`src/design/periph_pkg.sv`:
```
/*
 * Shared address map, bus structs and size codes for the peripheral block.
 * Modules import this package for their port types and decode constants.
 */
package periph_pkg;

    // Bus widths
    localparam int ADDR_W = 11;
    localparam int DATA_W = 32;
    localparam int PIN_W  = 8;

    // Address map
    localparam int NUM_SLOTS        = 16;
    localparam int SLOT_W           = $clog2(NUM_SLOTS);
    localparam int SIMPLE_SPACE_BIT = 10;
    localparam int USER_SLOT_LSB    = 6;
    localparam int SIMPLE_SLOT_LSB  = 4;
    localparam int USER_OFFSET_W    = 6;
    localparam int SIMPLE_OFFSET_W  = 4;

    // Populated slots
    localparam logic [SLOT_W-1:0] SLOT_GPIO    = 4'd1;
    localparam logic [SLOT_W-1:0] SLOT_SCRATCH = 4'd4;
    // Simple space
    localparam logic [SLOT_W-1:0] SLOT_BYTE    = 4'd0;

    // GPIO register offsets, function selects live at 0x20 + 4 * pin
    localparam logic [USER_OFFSET_W-1:0] GPIO_OUT_OFS = 6'h00;
    localparam logic [USER_OFFSET_W-1:0] GPIO_IN_OFS  = 6'h04;

    // Size codes of the core's read and write requests
    typedef enum logic [1:0] {
        SIZE_BYTE = 2'b00,
        SIZE_HALF = 2'b01,
        SIZE_WORD = 2'b10,
        SIZE_NONE = 2'b11
    } access_size_e;

    // Request from the core
    typedef struct packed {
        logic [ADDR_W-1:0] addr;
        logic [DATA_W-1:0] wdata;
        access_size_e      write_size;
        access_size_e      read_size;
    } bus_req_t;

    // Request seen by one user slot, sizes are NONE unless the slot is addressed
    typedef struct packed {
        logic [USER_OFFSET_W-1:0] offset;
        logic [DATA_W-1:0]        wdata;
        access_size_e             write_size;
        access_size_e             read_size;
    } slot_req_t;

    typedef struct packed {
        logic [DATA_W-1:0] rdata;
        logic              ready;
    } slot_rsp_t;

    // Output function of one pin
    typedef struct packed {
        logic              is_simple;
        logic [SLOT_W-1:0] slot;
    } pin_func_t;

endpackage
```
`src/design/periph_top.sv`:
```
/*
 * Peripheral block top level. Connects the address decoder, read return,
 * GPIO, the two register peripherals and the output pin multiplexer.
 */
`timescale 1ns/1ps

module periph_top (
    input  logic                            clk,
    input  logic                            rst_n,
    input  periph_pkg::bus_req_t            i_req,
    input  logic                            i_read_complete,
    input  logic [periph_pkg::PIN_W-1:0]    i_ui_in,
    output logic [periph_pkg::DATA_W-1:0]   o_rdata,
    output logic                            o_data_ready,
    output logic [periph_pkg::PIN_W-1:0]    o_uo_out
);
    import periph_pkg::*;

    slot_req_t                  gpio_req;
    slot_req_t                  scratch_req;
    slot_rsp_t                  gpio_rsp;
    slot_rsp_t                  scratch_rsp;
    slot_rsp_t                  sel_rsp;
    logic                       read_mask;
    logic                       byte_write;
    logic [SIMPLE_OFFSET_W-1:0] byte_offset;
    logic [7:0]                 byte_wdata;
    logic [7:0]                 byte_rdata;
    logic [PIN_W-1:0]           gpio_pins;
    logic [PIN_W-1:0]           scratch_pins;
    logic [PIN_W-1:0]           byte_pins;
    pin_func_t [PIN_W-1:0]      pin_func;

    periph_addr_decode u_decode (
        .i_req         (i_req),
        .i_read_mask   (read_mask),
        .i_gpio_rsp    (gpio_rsp),
        .i_scratch_rsp (scratch_rsp),
        .i_byte_rdata  (byte_rdata),
        .o_gpio_req    (gpio_req),
        .o_scratch_req (scratch_req),
        .o_byte_write  (byte_write),
        .o_byte_offset (byte_offset),
        .o_byte_wdata  (byte_wdata),
        .o_rsp         (sel_rsp)
    );

    read_return u_read_return (
        .clk             (clk),
        .rst_n           (rst_n),
        .i_read_size     (i_req.read_size),
        .i_write_size    (i_req.write_size),
        .i_rsp           (sel_rsp),
        .i_read_complete (i_read_complete),
        .o_rdata         (o_rdata),
        .o_data_ready    (o_data_ready),
        .o_read_mask     (read_mask)
    );

    gpio_ctrl u_gpio (
        .clk        (clk),
        .rst_n      (rst_n),
        .i_req      (gpio_req),
        .i_ui_in    (i_ui_in),
        .o_rsp      (gpio_rsp),
        .o_pins     (gpio_pins),
        .o_pin_func (pin_func)
    );

    scratch_regs u_scratch (
        .clk    (clk),
        .rst_n  (rst_n),
        .i_req  (scratch_req),
        .o_rsp  (scratch_rsp),
        .o_pins (scratch_pins)
    );

    byte_regs u_byte (
        .clk      (clk),
        .rst_n    (rst_n),
        .i_write  (byte_write),
        .i_offset (byte_offset),
        .i_wdata  (byte_wdata),
        .o_rdata  (byte_rdata),
        .o_pins   (byte_pins)
    );

    pin_func_mux u_pin_mux (
        .i_pin_func     (pin_func),
        .i_gpio_pins    (gpio_pins),
        .i_scratch_pins (scratch_pins),
        .i_byte_pins    (byte_pins),
        .o_uo_out       (o_uo_out)
    );

endmodule

```
`src/design/byte_regs.sv`:
```
/*
 * Byte-interface peripheral with four 8-bit registers at offsets 0 to 3.
 * Register 1 is also driven onto its pin outputs.
 */
`timescale 1ns/1ps

module byte_regs (
    input  logic                                    clk,
    input  logic                                    rst_n,
    input  logic                                    i_write,
    input  logic [periph_pkg::SIMPLE_OFFSET_W-1:0]  i_offset,
    input  logic [7:0]                              i_wdata,
    output logic [7:0]                              o_rdata,
    output logic [periph_pkg::PIN_W-1:0]            o_pins
);
    import periph_pkg::*;

    logic [7:0] regs_q [4];
    logic       in_range;

    // Only offsets 0 to 3 hold registers
    assign in_range = i_offset[SIMPLE_OFFSET_W-1:2] == '0;

    always_ff @(posedge clk) begin
        if (!rst_n) begin
            for (int i = 0; i < 4; i++) begin
                regs_q[i] <= '0;
            end
        end else if (i_write && in_range) begin
            regs_q[i_offset[1:0]] <= i_wdata;
        end
    end

    assign o_rdata = in_range ? regs_q[i_offset[1:0]] : 8'h00;
    assign o_pins  = regs_q[1];

endmodule

```
`src/design/scratch_regs.sv`:
```
/*
 * Full-interface scratch peripheral with four 32-bit registers. Supports byte,
 * halfword and word writes and answers reads on their second cycle.
 */
`timescale 1ns/1ps

module scratch_regs (
    input  logic                            clk,
    input  logic                            rst_n,
    input  periph_pkg::slot_req_t           i_req,
    output periph_pkg::slot_rsp_t           o_rsp,
    output logic [periph_pkg::PIN_W-1:0]    o_pins
);
    import periph_pkg::*;

    logic [DATA_W-1:0] regs_q [4];
    logic [1:0]        idx;
    logic              read_req;
    logic              pending_q;

    assign idx      = i_req.offset[3:2];
    assign read_req = i_req.read_size != SIZE_NONE;

    // Set after the first cycle of a read, dropped once the read goes away
    always_ff @(posedge clk) begin
        if (!rst_n) begin
            pending_q <= 1'b0;
        end else begin
            pending_q <= read_req;
        end
    end

    always_ff @(posedge clk) begin
        if (!rst_n) begin
            for (int i = 0; i < 4; i++) begin
                regs_q[i] <= '0;
            end
        end else begin
            case (i_req.write_size)
                SIZE_BYTE: regs_q[idx][7:0]  <= i_req.wdata[7:0];
                SIZE_HALF: regs_q[idx][15:0] <= i_req.wdata[15:0];
                SIZE_WORD: regs_q[idx]       <= i_req.wdata;
                default:   ;
            endcase
        end
    end

    assign o_rsp.rdata = regs_q[idx];
    assign o_rsp.ready = pending_q && read_req;

    // Low byte of register 0 drives the pins
    assign o_pins = regs_q[0][PIN_W-1:0];

endmodule

```
`src/design/pin_func_mux.sv`:
```
/*
 * Per-pin output multiplexer. Each pin takes its own bit position from the
 * peripheral named by that pin's function select.
 */
`timescale 1ns/1ps

module pin_func_mux (
    input  periph_pkg::pin_func_t [periph_pkg::PIN_W-1:0]  i_pin_func,
    input  logic [periph_pkg::PIN_W-1:0]                   i_gpio_pins,
    input  logic [periph_pkg::PIN_W-1:0]                   i_scratch_pins,
    input  logic [periph_pkg::PIN_W-1:0]                   i_byte_pins,
    output logic [periph_pkg::PIN_W-1:0]                   o_uo_out
);
    import periph_pkg::*;

    always_comb begin
        for (int i = 0; i < PIN_W; i++) begin
            o_uo_out[i] = 1'b0;
            if (i_pin_func[i].is_simple) begin
                if (i_pin_func[i].slot == SLOT_BYTE) begin
                    o_uo_out[i] = i_byte_pins[i];
                end
            end else begin
                case (i_pin_func[i].slot)
                    SLOT_GPIO:    o_uo_out[i] = i_gpio_pins[i];
                    SLOT_SCRATCH: o_uo_out[i] = i_scratch_pins[i];
                    // Empty slots drive low
                    default:      o_uo_out[i] = 1'b0;
                endcase
            end
        end
    end

endmodule

```
`src/design/gpio_ctrl.sv`:
```
/*
 * GPIO slot with output register, input readback and per-pin output
 * function selects that steer the pin multiplexer.
 */
`timescale 1ns/1ps

module gpio_ctrl (
    input  logic                                              clk,
    input  logic                                              rst_n,
    input  periph_pkg::slot_req_t                             i_req,
    input  logic [periph_pkg::PIN_W-1:0]                      i_ui_in,
    output periph_pkg::slot_rsp_t                             o_rsp,
    output logic [periph_pkg::PIN_W-1:0]                      o_pins,
    output periph_pkg::pin_func_t [periph_pkg::PIN_W-1:0]     o_pin_func
);
    import periph_pkg::*;

    logic                   write_en;
    logic                   is_func_ofs;
    logic [2:0]             func_idx;
    logic [PIN_W-1:0]       out_q;
    pin_func_t [PIN_W-1:0]  func_q;

    assign write_en = i_req.write_size != SIZE_NONE;

    // Function selects at 0x20, 0x24 ... 0x3c
    assign is_func_ofs = i_req.offset[5] && i_req.offset[1:0] == 2'b00;
    assign func_idx    = i_req.offset[4:2];

    always_ff @(posedge clk) begin
        if (!rst_n) begin
            out_q <= '0;
        end else if (write_en && i_req.offset == GPIO_OUT_OFS) begin
            out_q <= i_req.wdata[PIN_W-1:0];
        end
    end

    always_ff @(posedge clk) begin
        if (!rst_n) begin
            // Every pin starts on the GPIO output register
            for (int i = 0; i < PIN_W; i++) begin
                func_q[i] <= '{is_simple: 1'b0, slot: SLOT_GPIO};
            end
        end else if (write_en && is_func_ofs) begin
            func_q[func_idx] <= pin_func_t'(i_req.wdata[4:0]);
        end
    end

    always_comb begin
        o_rsp.rdata = '0;
        o_rsp.ready = 1'b1;
        if (i_req.offset == GPIO_OUT_OFS) begin
            o_rsp.rdata[PIN_W-1:0] = out_q;
        end else if (i_req.offset == GPIO_IN_OFS) begin
            o_rsp.rdata[PIN_W-1:0] = i_ui_in;
        end else if (is_func_ofs) begin
            o_rsp.rdata[4:0] = func_q[func_idx];
        end
    end

    assign o_pins     = out_q;
    assign o_pin_func = func_q;

endmodule

```
`src/design/read_return.sv`:
```
/*
 * Registered read return to the core. Read data is captured once per read and
 * held until the core signals read complete.
 */
`timescale 1ns/1ps

module read_return (
    input  logic                             clk,
    input  logic                             rst_n,
    input  periph_pkg::access_size_e         i_read_size,
    input  periph_pkg::access_size_e         i_write_size,
    input  periph_pkg::slot_rsp_t            i_rsp,
    input  logic                             i_read_complete,
    output logic [periph_pkg::DATA_W-1:0]    o_rdata,
    output logic                             o_data_ready,
    output logic                             o_read_mask
);
    import periph_pkg::*;

    logic              read_req;
    logic              capture;
    logic              hold_q;
    logic              ready_q;
    logic [DATA_W-1:0] rdata_q;

    assign read_req = i_read_size != SIZE_NONE;

    // Take the first ready response of a read only
    assign capture = !hold_q && read_req && i_rsp.ready;

    always_ff @(posedge clk) begin
        if (!rst_n) begin
            hold_q  <= 1'b0;
            ready_q <= 1'b0;
        end else begin
            if (i_read_complete) begin
                hold_q <= 1'b0;
            end
            if (capture) begin
                hold_q <= 1'b1;
            end
            // Ready follows the registered data by design
            ready_q <= read_req && i_rsp.ready;
        end
    end

    always_ff @(posedge clk) begin
        if (capture) begin
            rdata_q <= i_rsp.rdata;
        end
    end

    assign o_rdata = rdata_q;

    // Writes complete in the cycle they are issued
    assign o_data_ready = ready_q || i_write_size != SIZE_NONE;
    assign o_read_mask  = ready_q;

endmodule

```
`src/design/periph_addr_decode.sv`:
```
/*
 * Splits the peripheral address into space and slot, gates each slot's request
 * and returns the response of the addressed slot.
 */
`timescale 1ns/1ps

module periph_addr_decode (
    input  periph_pkg::bus_req_t                    i_req,
    input  logic                                    i_read_mask,
    input  periph_pkg::slot_rsp_t                   i_gpio_rsp,
    input  periph_pkg::slot_rsp_t                   i_scratch_rsp,
    input  logic [7:0]                              i_byte_rdata,
    output periph_pkg::slot_req_t                   o_gpio_req,
    output periph_pkg::slot_req_t                   o_scratch_req,
    output logic                                    o_byte_write,
    output logic [periph_pkg::SIMPLE_OFFSET_W-1:0]  o_byte_offset,
    output logic [7:0]                              o_byte_wdata,
    output periph_pkg::slot_rsp_t                   o_rsp
);
    import periph_pkg::*;

    logic              is_simple;
    logic [SLOT_W-1:0] user_slot;
    logic [SLOT_W-1:0] simple_slot;
    access_size_e      rd_size;

    // Request for one user slot, idle when the slot is not addressed
    function automatic slot_req_t gate_req(input bus_req_t req, input access_size_e rd,
                                           input logic sel);
        slot_req_t gated;
        gated.offset     = req.addr[USER_OFFSET_W-1:0];
        gated.wdata      = req.wdata;
        gated.write_size = sel ? req.write_size : SIZE_NONE;
        gated.read_size  = sel ? rd : SIZE_NONE;
        return gated;
    endfunction

    assign is_simple   = i_req.addr[SIMPLE_SPACE_BIT];
    assign user_slot   = i_req.addr[USER_SLOT_LSB +: SLOT_W];
    assign simple_slot = i_req.addr[SIMPLE_SLOT_LSB +: SLOT_W];

    // No second read while a returned word is waiting
    assign rd_size = i_read_mask ? SIZE_NONE : i_req.read_size;

    assign o_gpio_req    = gate_req(i_req, rd_size, !is_simple && user_slot == SLOT_GPIO);
    assign o_scratch_req = gate_req(i_req, rd_size, !is_simple && user_slot == SLOT_SCRATCH);

    assign o_byte_write  = is_simple && simple_slot == SLOT_BYTE &&
                           i_req.write_size != SIZE_NONE;
    assign o_byte_offset = i_req.addr[SIMPLE_OFFSET_W-1:0];
    assign o_byte_wdata  = i_req.wdata[7:0];

    always_comb begin
        o_rsp.rdata = '0;
        o_rsp.ready = 1'b1;
        if (is_simple) begin
            // Byte slots answer in the same cycle
            if (simple_slot == SLOT_BYTE) begin
                o_rsp.rdata = {{(DATA_W-8){1'b0}}, i_byte_rdata};
            end
        end else begin
            case (user_slot)
                SLOT_GPIO:    o_rsp = i_gpio_rsp;
                SLOT_SCRATCH: o_rsp = i_scratch_rsp;
                default:      o_rsp = '{rdata: '0, ready: 1'b1};
            endcase
        end
    end

endmodule

```
`config.mk`:
```
export PLATFORM = sky130hd
export DESIGN_NAME = periph_top
export DESIGN_NICKNAME = d
export VERILOG_FILES = /design/src/design/periph_pkg.sv /design/src/design/periph_top.sv /design/src/design/byte_regs.sv /design/src/design/scratch_regs.sv /design/src/design/pin_func_mux.sv /design/src/design/gpio_ctrl.sv /design/src/design/read_return.sv /design/src/design/periph_addr_decode.sv
export SDC_FILE = /design/constraint.sdc
export NUM_CORES = 1
export LEC_CHECK = 0
export BUFFER_PORTS_ARGS = -buffer_cell sky130_fd_sc_hd__buf_2
export CORE_MARGIN = 5
export CORE_UTILIZATION = 50
export CTS_CLUSTER_DIAMETER = 100
export DETAILED_ROUTE_END_ITERATION = 8
export GPL_ROUTABILITY_DRIVEN = 1
export PLACE_DENSITY = 0.69
export SYNTH_ARGS = -nofsm -noshare
export SYNTH_HDL_FRONTEND = slang
export SYNTH_SLANG_ARGS = --single-unit
```
`constraint.sdc`:
```
create_clock -name clk -period 9.8 [get_ports clk]
set_input_delay 1.96 -clock clk [delete_from_list [all_inputs] [get_ports clk]]
set_output_delay 1.96 -clock clk [all_outputs]
set_load 0.01 [all_outputs]
```
; After elaboration in Yosys (flattened, before gate mapping)
; Memory sizes are Yosys's and may differ from the RTL's.
; Cells that the tools add are included.
[totals]
output_inout_bits = 41
inputBits = 58
mem_bits_rw = 160
n_memories = 2
ff_bits = 83
[op_classes]
n_reduce_logical = 32
order_cmp = 2
n_bitwise = 3
muxes = 66
eq_ne = 25
[memory_table]
columns = name, words, width, rd, rd_clocked_by_memory_dff, wr, line_no
row1 = u_scratch.regs_q, 4, 32, 2, 0, 4, scratch_regs.sv:16  ; logic [DATA_W-1:0] regs_q [4];
row2 = u_byte.regs_q, 4, 8, 2, 0, 4, byte_regs.sv:18  ; logic [7:0] regs_q [4];
[ops]
columns = op, count
row1 = $pmux W33 S2, 1
row2 = $mux W32, 2
row3 = $mux W8, 7
row4 = $bwmux W40, 1
row5 = $eq A4 B1 Y1 const B, 9
row6 = $eq A4 B3 Y1 const B, 9
row7 = $logic_not A4 Y1, 9
row8 = $mux W1, 33
row9 = $reduce_or A32 Y1, 1
row10 = $mux W5, 4
row11 = $pmux W1 S2, 8
row12 = $bmux W5 S3, 1
row13 = $demux W5 S3, 1
row14 = $logic_and A1 B1 Y1, 13
row15 = $mux W2, 6
row16 = $ne A2 B2 Y1 const B, 4
row17 = $reduce_or A8 Y1, 1
row18 = $eq A6 B3 Y1 const B, 1
row19 = $logic_not A2 Y1, 3
row20 = $logic_not A6 Y1, 1
row21 = $mux W3, 2
row22 = $lt A3 B4 Y1 const B, 1
row23 = $ge A3 B1 Y1 const B, 1
row24 = $or A1 B1 Y1, 3
row25 = other kinds (5), 6

; Logic depth before layout (Yosys ltp)
[logic_depth]
depth_word = 11
ltp_mapped = 7
depth_no_buf = 4

; Modules after synthesis
; From an unflattened synthesis, not the netlist that was laid out.
[unflattened]
cells_unflattened = 1060
hier_area_um2 = 12934.9
[by_module_without_submodules]
columns = mod, cells_each, area_each_um2, seq_area_each_um2, n_inst
row1 = scratch_regs, 390, 5804.3, 3863.7, 1
row2 = gpio_ctrl, 310, 2869.0, 960.9, 1
row3 = byte_regs, 119, 1612.8, 960.9, 1
row4 = periph_addr_decode, 159, 1248.7, 0.0, 1
row5 = read_return, 41, 1054.8, 1001.0, 1
row6 = pin_func_mux, 41, 345.3, 0.0, 1

; Worst setup path before layout
; Ideal clock, no wire load.
[synth_path]
path_kind = input -> register
startpoint = input i_req[42] (netlist bit)
endpoint = register u_read_return.rdata_q[0], in the netlist u_read_return.o_rdata[0] (enable)
required_time_ps = 9323
setup_time_ps = 477
arrival_time_ps = 4934
setup_slack_ps = 4389
stages = 4
path_buffers = 1
path_cell_list = nor2_1 -> and3_1 -> buf_2 -> a221oi_1
[synth_via]
elab_chain_len = 8
elab_cells_between_ends = 9
classes_between = 3 x eq/ne / 3 x mux / 3 x reduce/logical
[synth_lines]
columns = element, line_no
row1 = "start, declared", periph_top.sv:10  ; input periph_pkg::bus_req_t i_req,
row2 = $eq A4 B3 Y1, "periph_addr_decode.sv:46, periph_addr_decode.sv:62"
row3 = $logic_and A1 B1 Y1, periph_addr_decode.sv:46  ; assign o_scratch_req = gate_req(i_req, rd_size, !is_simple && user_slot == SLOT_SCRATCH);
row4 = $mux W2, periph_addr_decode.sv:34  ; gated.read_size = sel ? rd : SIZE_NONE;
row5 = $ne A2 B2 Y1, scratch_regs.sv:22  ; assign read_req = i_req.read_size != SIZE_NONE;
row6 = $logic_and A1 B1 Y1, scratch_regs.sv:49  ; assign o_rsp.ready = pending_q && read_req;
row7 = $pmux W33 S2 (*), periph_addr_decode.sv:62  ; case (user_slot)
row8 = $mux W1 (*), periph_addr_decode.sv:56  ; if (is_simple) begin
row9 = $logic_and A1 B1 Y1 (*), read_return.sv:29  ; assign capture = !hold_q && read_req && i_rsp.ready;
row10 = via u_read_return.capture, read_return.sv:21  ; logic capture;
row11 = "end signal, assigned", read_return.sv:49  ; rdata_q <= i_rsp.rdata;
row12 = "end, declared", read_return.sv:24  ; logic [DATA_W-1:0] rdata_q;
; The timed path passes the listed nets; every way through them passes the cells marked *.
; A chain may end at the register's enable or synchronous reset.

; Worst setup path in the final report
[layout_path]
startpoint = input i_req[2] (netlist bit)
endpoint = output o_data_ready
[layout_via]
elab_chain_len = 2
[layout_lines]
columns = element, line_no
row1 = $ne A2 B2 Y1, read_return.sv:56  ; assign o_data_ready = ready_q || i_write_size != SIZE_NONE;
row2 = $logic_or A1 B1 Y1, read_return.sv:56
row3 = "end, declared", periph_top.sv:14  ; output logic o_data_ready,
; No other way between the ends.

==> flow_summary.json <==
{
  "die_height_um": 160,
  "startpoint": "i_req[2]",
  "tightest_slew_ps": 1150,
  "area.growth.synth_to_final_pct": 13.3,
  "maxCapViolations": 0,
  "worst_clock_skew_ps": 15.3,
  "yosys-top-cells-area": "edfxtp_1 51%, mux4_2 10%, dfxtp_1 9.0%",
  "synth_warnings": 0,
  "root_buffer": "clkbuf_16",
  "synthesis.nets": 914,
  "dieArea_um2": 25700,
  "worstPathRequired_ps": 7840,
  "grt_pass1_wl_um": 42400,
  "synth_top_cell_area_share_pct": 51.0,
  "dp_cells": 1186,
  "core_um2": 22400,
  "rows": 55,
  "regToRegSetupSlack_ps": 7950,
  "status": "finished, final reports clean",
  "place_congestion": 0.870,
  "cp.arrival_ps": 2920,
  "fmax_mhz": 205,
  "period_needed_ps": 4880,
  "clock-sinks": 243,
  "diodes": 0,
  "fillers": 1850,
  "vdd_drop_max_uv": 135,
  "ctsResizeCount": 0,
  "r2r-start": "u_byte.regs_q[1][2]$_SDFFCE_PN0P_",
  "ys_types": 49,
  "timing.critical_path.fanout_max": 12,
  "place_hpwl_um": 18500,
  "ios": 99,
  "drive_gt1_share_pct": 23.2,
  "ys_seq_area_share_pct": 60.1,
  "clockBufferDepth": 3,
  "gr-usage-all-layers_pct": 21.1,
  "hp-start": "u_read_return.o_read_mask$_SDFF_PN0_",
  "path_clk_slew_ps": 60,
  "wl_per_cell_um": 22.6,
  "h-tree-depth": 1,
  "layout_worst_path_cycle_share_pct": 49.8,
  "grt_max_degree": 60,
  "post_cts_buffers": 0,
  "async_flop_share_pct": 0,
  "antenna_found_initial": 0,
  "powerDensity_nw_per_um2": 181,
  "insertion_delay_ps": 540,
  "synth-edff-count": 192,
  "layout_commonest_cell": "edfxtp_1",
  "tritoncts": "yes",
  "reg2regPathDepth": 3,
  "worstSetupPathType": "input pin to output port",
  "ant_nets": 0,
  "syn_area_per_cell_um2": 13.2,
  "synth_area_leader_cell": "edfxtp_1",
  "final.setup.tns_ps": 0,
  "drc": 0,
  "hold_viol": 0,
  "instances_no_fill": 1233,
  "p_leak_nw": 4.58,
  "holdPathStages": 1,
  "min_path_type": "flop to flop",
  "first_global_vias": 7102,
  "final_cell_mix": "192 x edfxtp_1, 156 x and2_1, 97 x buf_2",
  "slew_violations": 0,
  "io_buffers": 98,
  "hold_buffers": 0,
  "die_x_um": 160,
  "setup_viol": 0,
  "nets": 987,
  "max-slew-margin-rel_pct": 22.4,
  "via_count": 7370,
  "rsz0062_at_grt": "no",
  "drtIter0Drc": 706,
  "start_kind": "input pin",
  "worstSetupEndpointType": "output port",
  "via_per_inst": 5.98,
  "grt_overflow": 0,
  "firstDrtPassIters": 5,
  "cts_buffers": 26,
  "synthCells": 856,
  "ys.flop_type": "edfxtp_1",
  "start_util_pct": 50.4,
  "wirelength_um": 27800,
  "ys_ff_latch": 243,
  "syn-cell-area_um2": 11300
}
==> critical path, stage by stage <==
cell	delay (ps)
buf_2	150
and2_1	410
nand2b_1	210
buf_2	190
==> final cells by class <==
class	instances	area (um^2)	area share [%]
inverter	3	11.3	0.0880
tap	285	357	2.79
clock inverter	20	208	1.62
multi-input combinational	540	4170	32.5
clock buffer	27	654	5.11
sequential	243	6790	53.0
timing repair buffer	115	621	4.85
==> cells by family after synthesis <==
kind of cell | synth area share (%)
flops | 60.1
simple gates | 18.5
buf+inv | 3.19
xor+xnor | 0.0776
mux | 10.9
compound gates | 7.26
==> metal layers <==
| metal | wire length [um] | part of all wire [%] | track usage (%) |
|---|---|---|---|
| met2 | 13600 | 49 | 35.9 |
| met5 | 0 | 0 | 0 |
| met3 | 2120 | 7.6 | 4.23 |
| met1 | 11300 | 41 | 28.1 |
| met4 | 739 | 2.7 | 5.59 |
==> through the flow <==
stage	setup WS, ps	total power [mW]	instance area [um^2]	hold slack [ps]	util, %
3_3_place_gp	4950	1.35	11900	436	53.2
5_1_grt	4910	2.38	12800	467	57.1
3_5_place_dp	4860	1.35	11900	446	53.2
6_report	4920	2.32	12800	450	57.1
2_1_floorplan	4390	1.28	11300	411	-
4_1_cts	4980	2.33	12800	448	57.1
==> cells in the mapped netlist, types with 15 or more instances <==
cell      instances
a21oi_1          36
a22oi_1          16
and2_1          156
and3_1           35
buf_2            25
clkbuf_1         33
dfxtp_1          51
edfxtp_1        192
mux4_2           50
nand2_1          35
nand3_1          20
nand4_1          22
nand4b_1         15
nor2_1           20
o21ai_0          56
==> final timing paths <==
check                                             to
setup / recovery                        o_data_ready
hold / removal        u_scratch.pending_q$_SDFF_PN0_
setup reg to reg  u_read_return.o_rdata[2]$_DFFE_PP_
hold reg to reg       u_scratch.pending_q$_SDFF_PN0_
==> state kept, by name, indices dropped and copies added (netlist names) <==
name,cells
u_scratch.regs_q,128
u_read_return.hold_q,1
u_gpio.o_pins,8
u_read_return.o_rdata,32
u_scratch.pending_q,1
u_gpio.o_pin_func,40
u_byte.regs_q,32
u_read_return.o_read_mask,1
==> where the power goes <==
part / leakage (nW) / internal (mW) / switching [mW]
sequential: 2.26 / 1.16 / 0.0175
combinational: 1.89 / 0.0562 / 0.0939
clock: 0.420 / 0.589 / 0.404
Power figures use the tool's default switching activity.
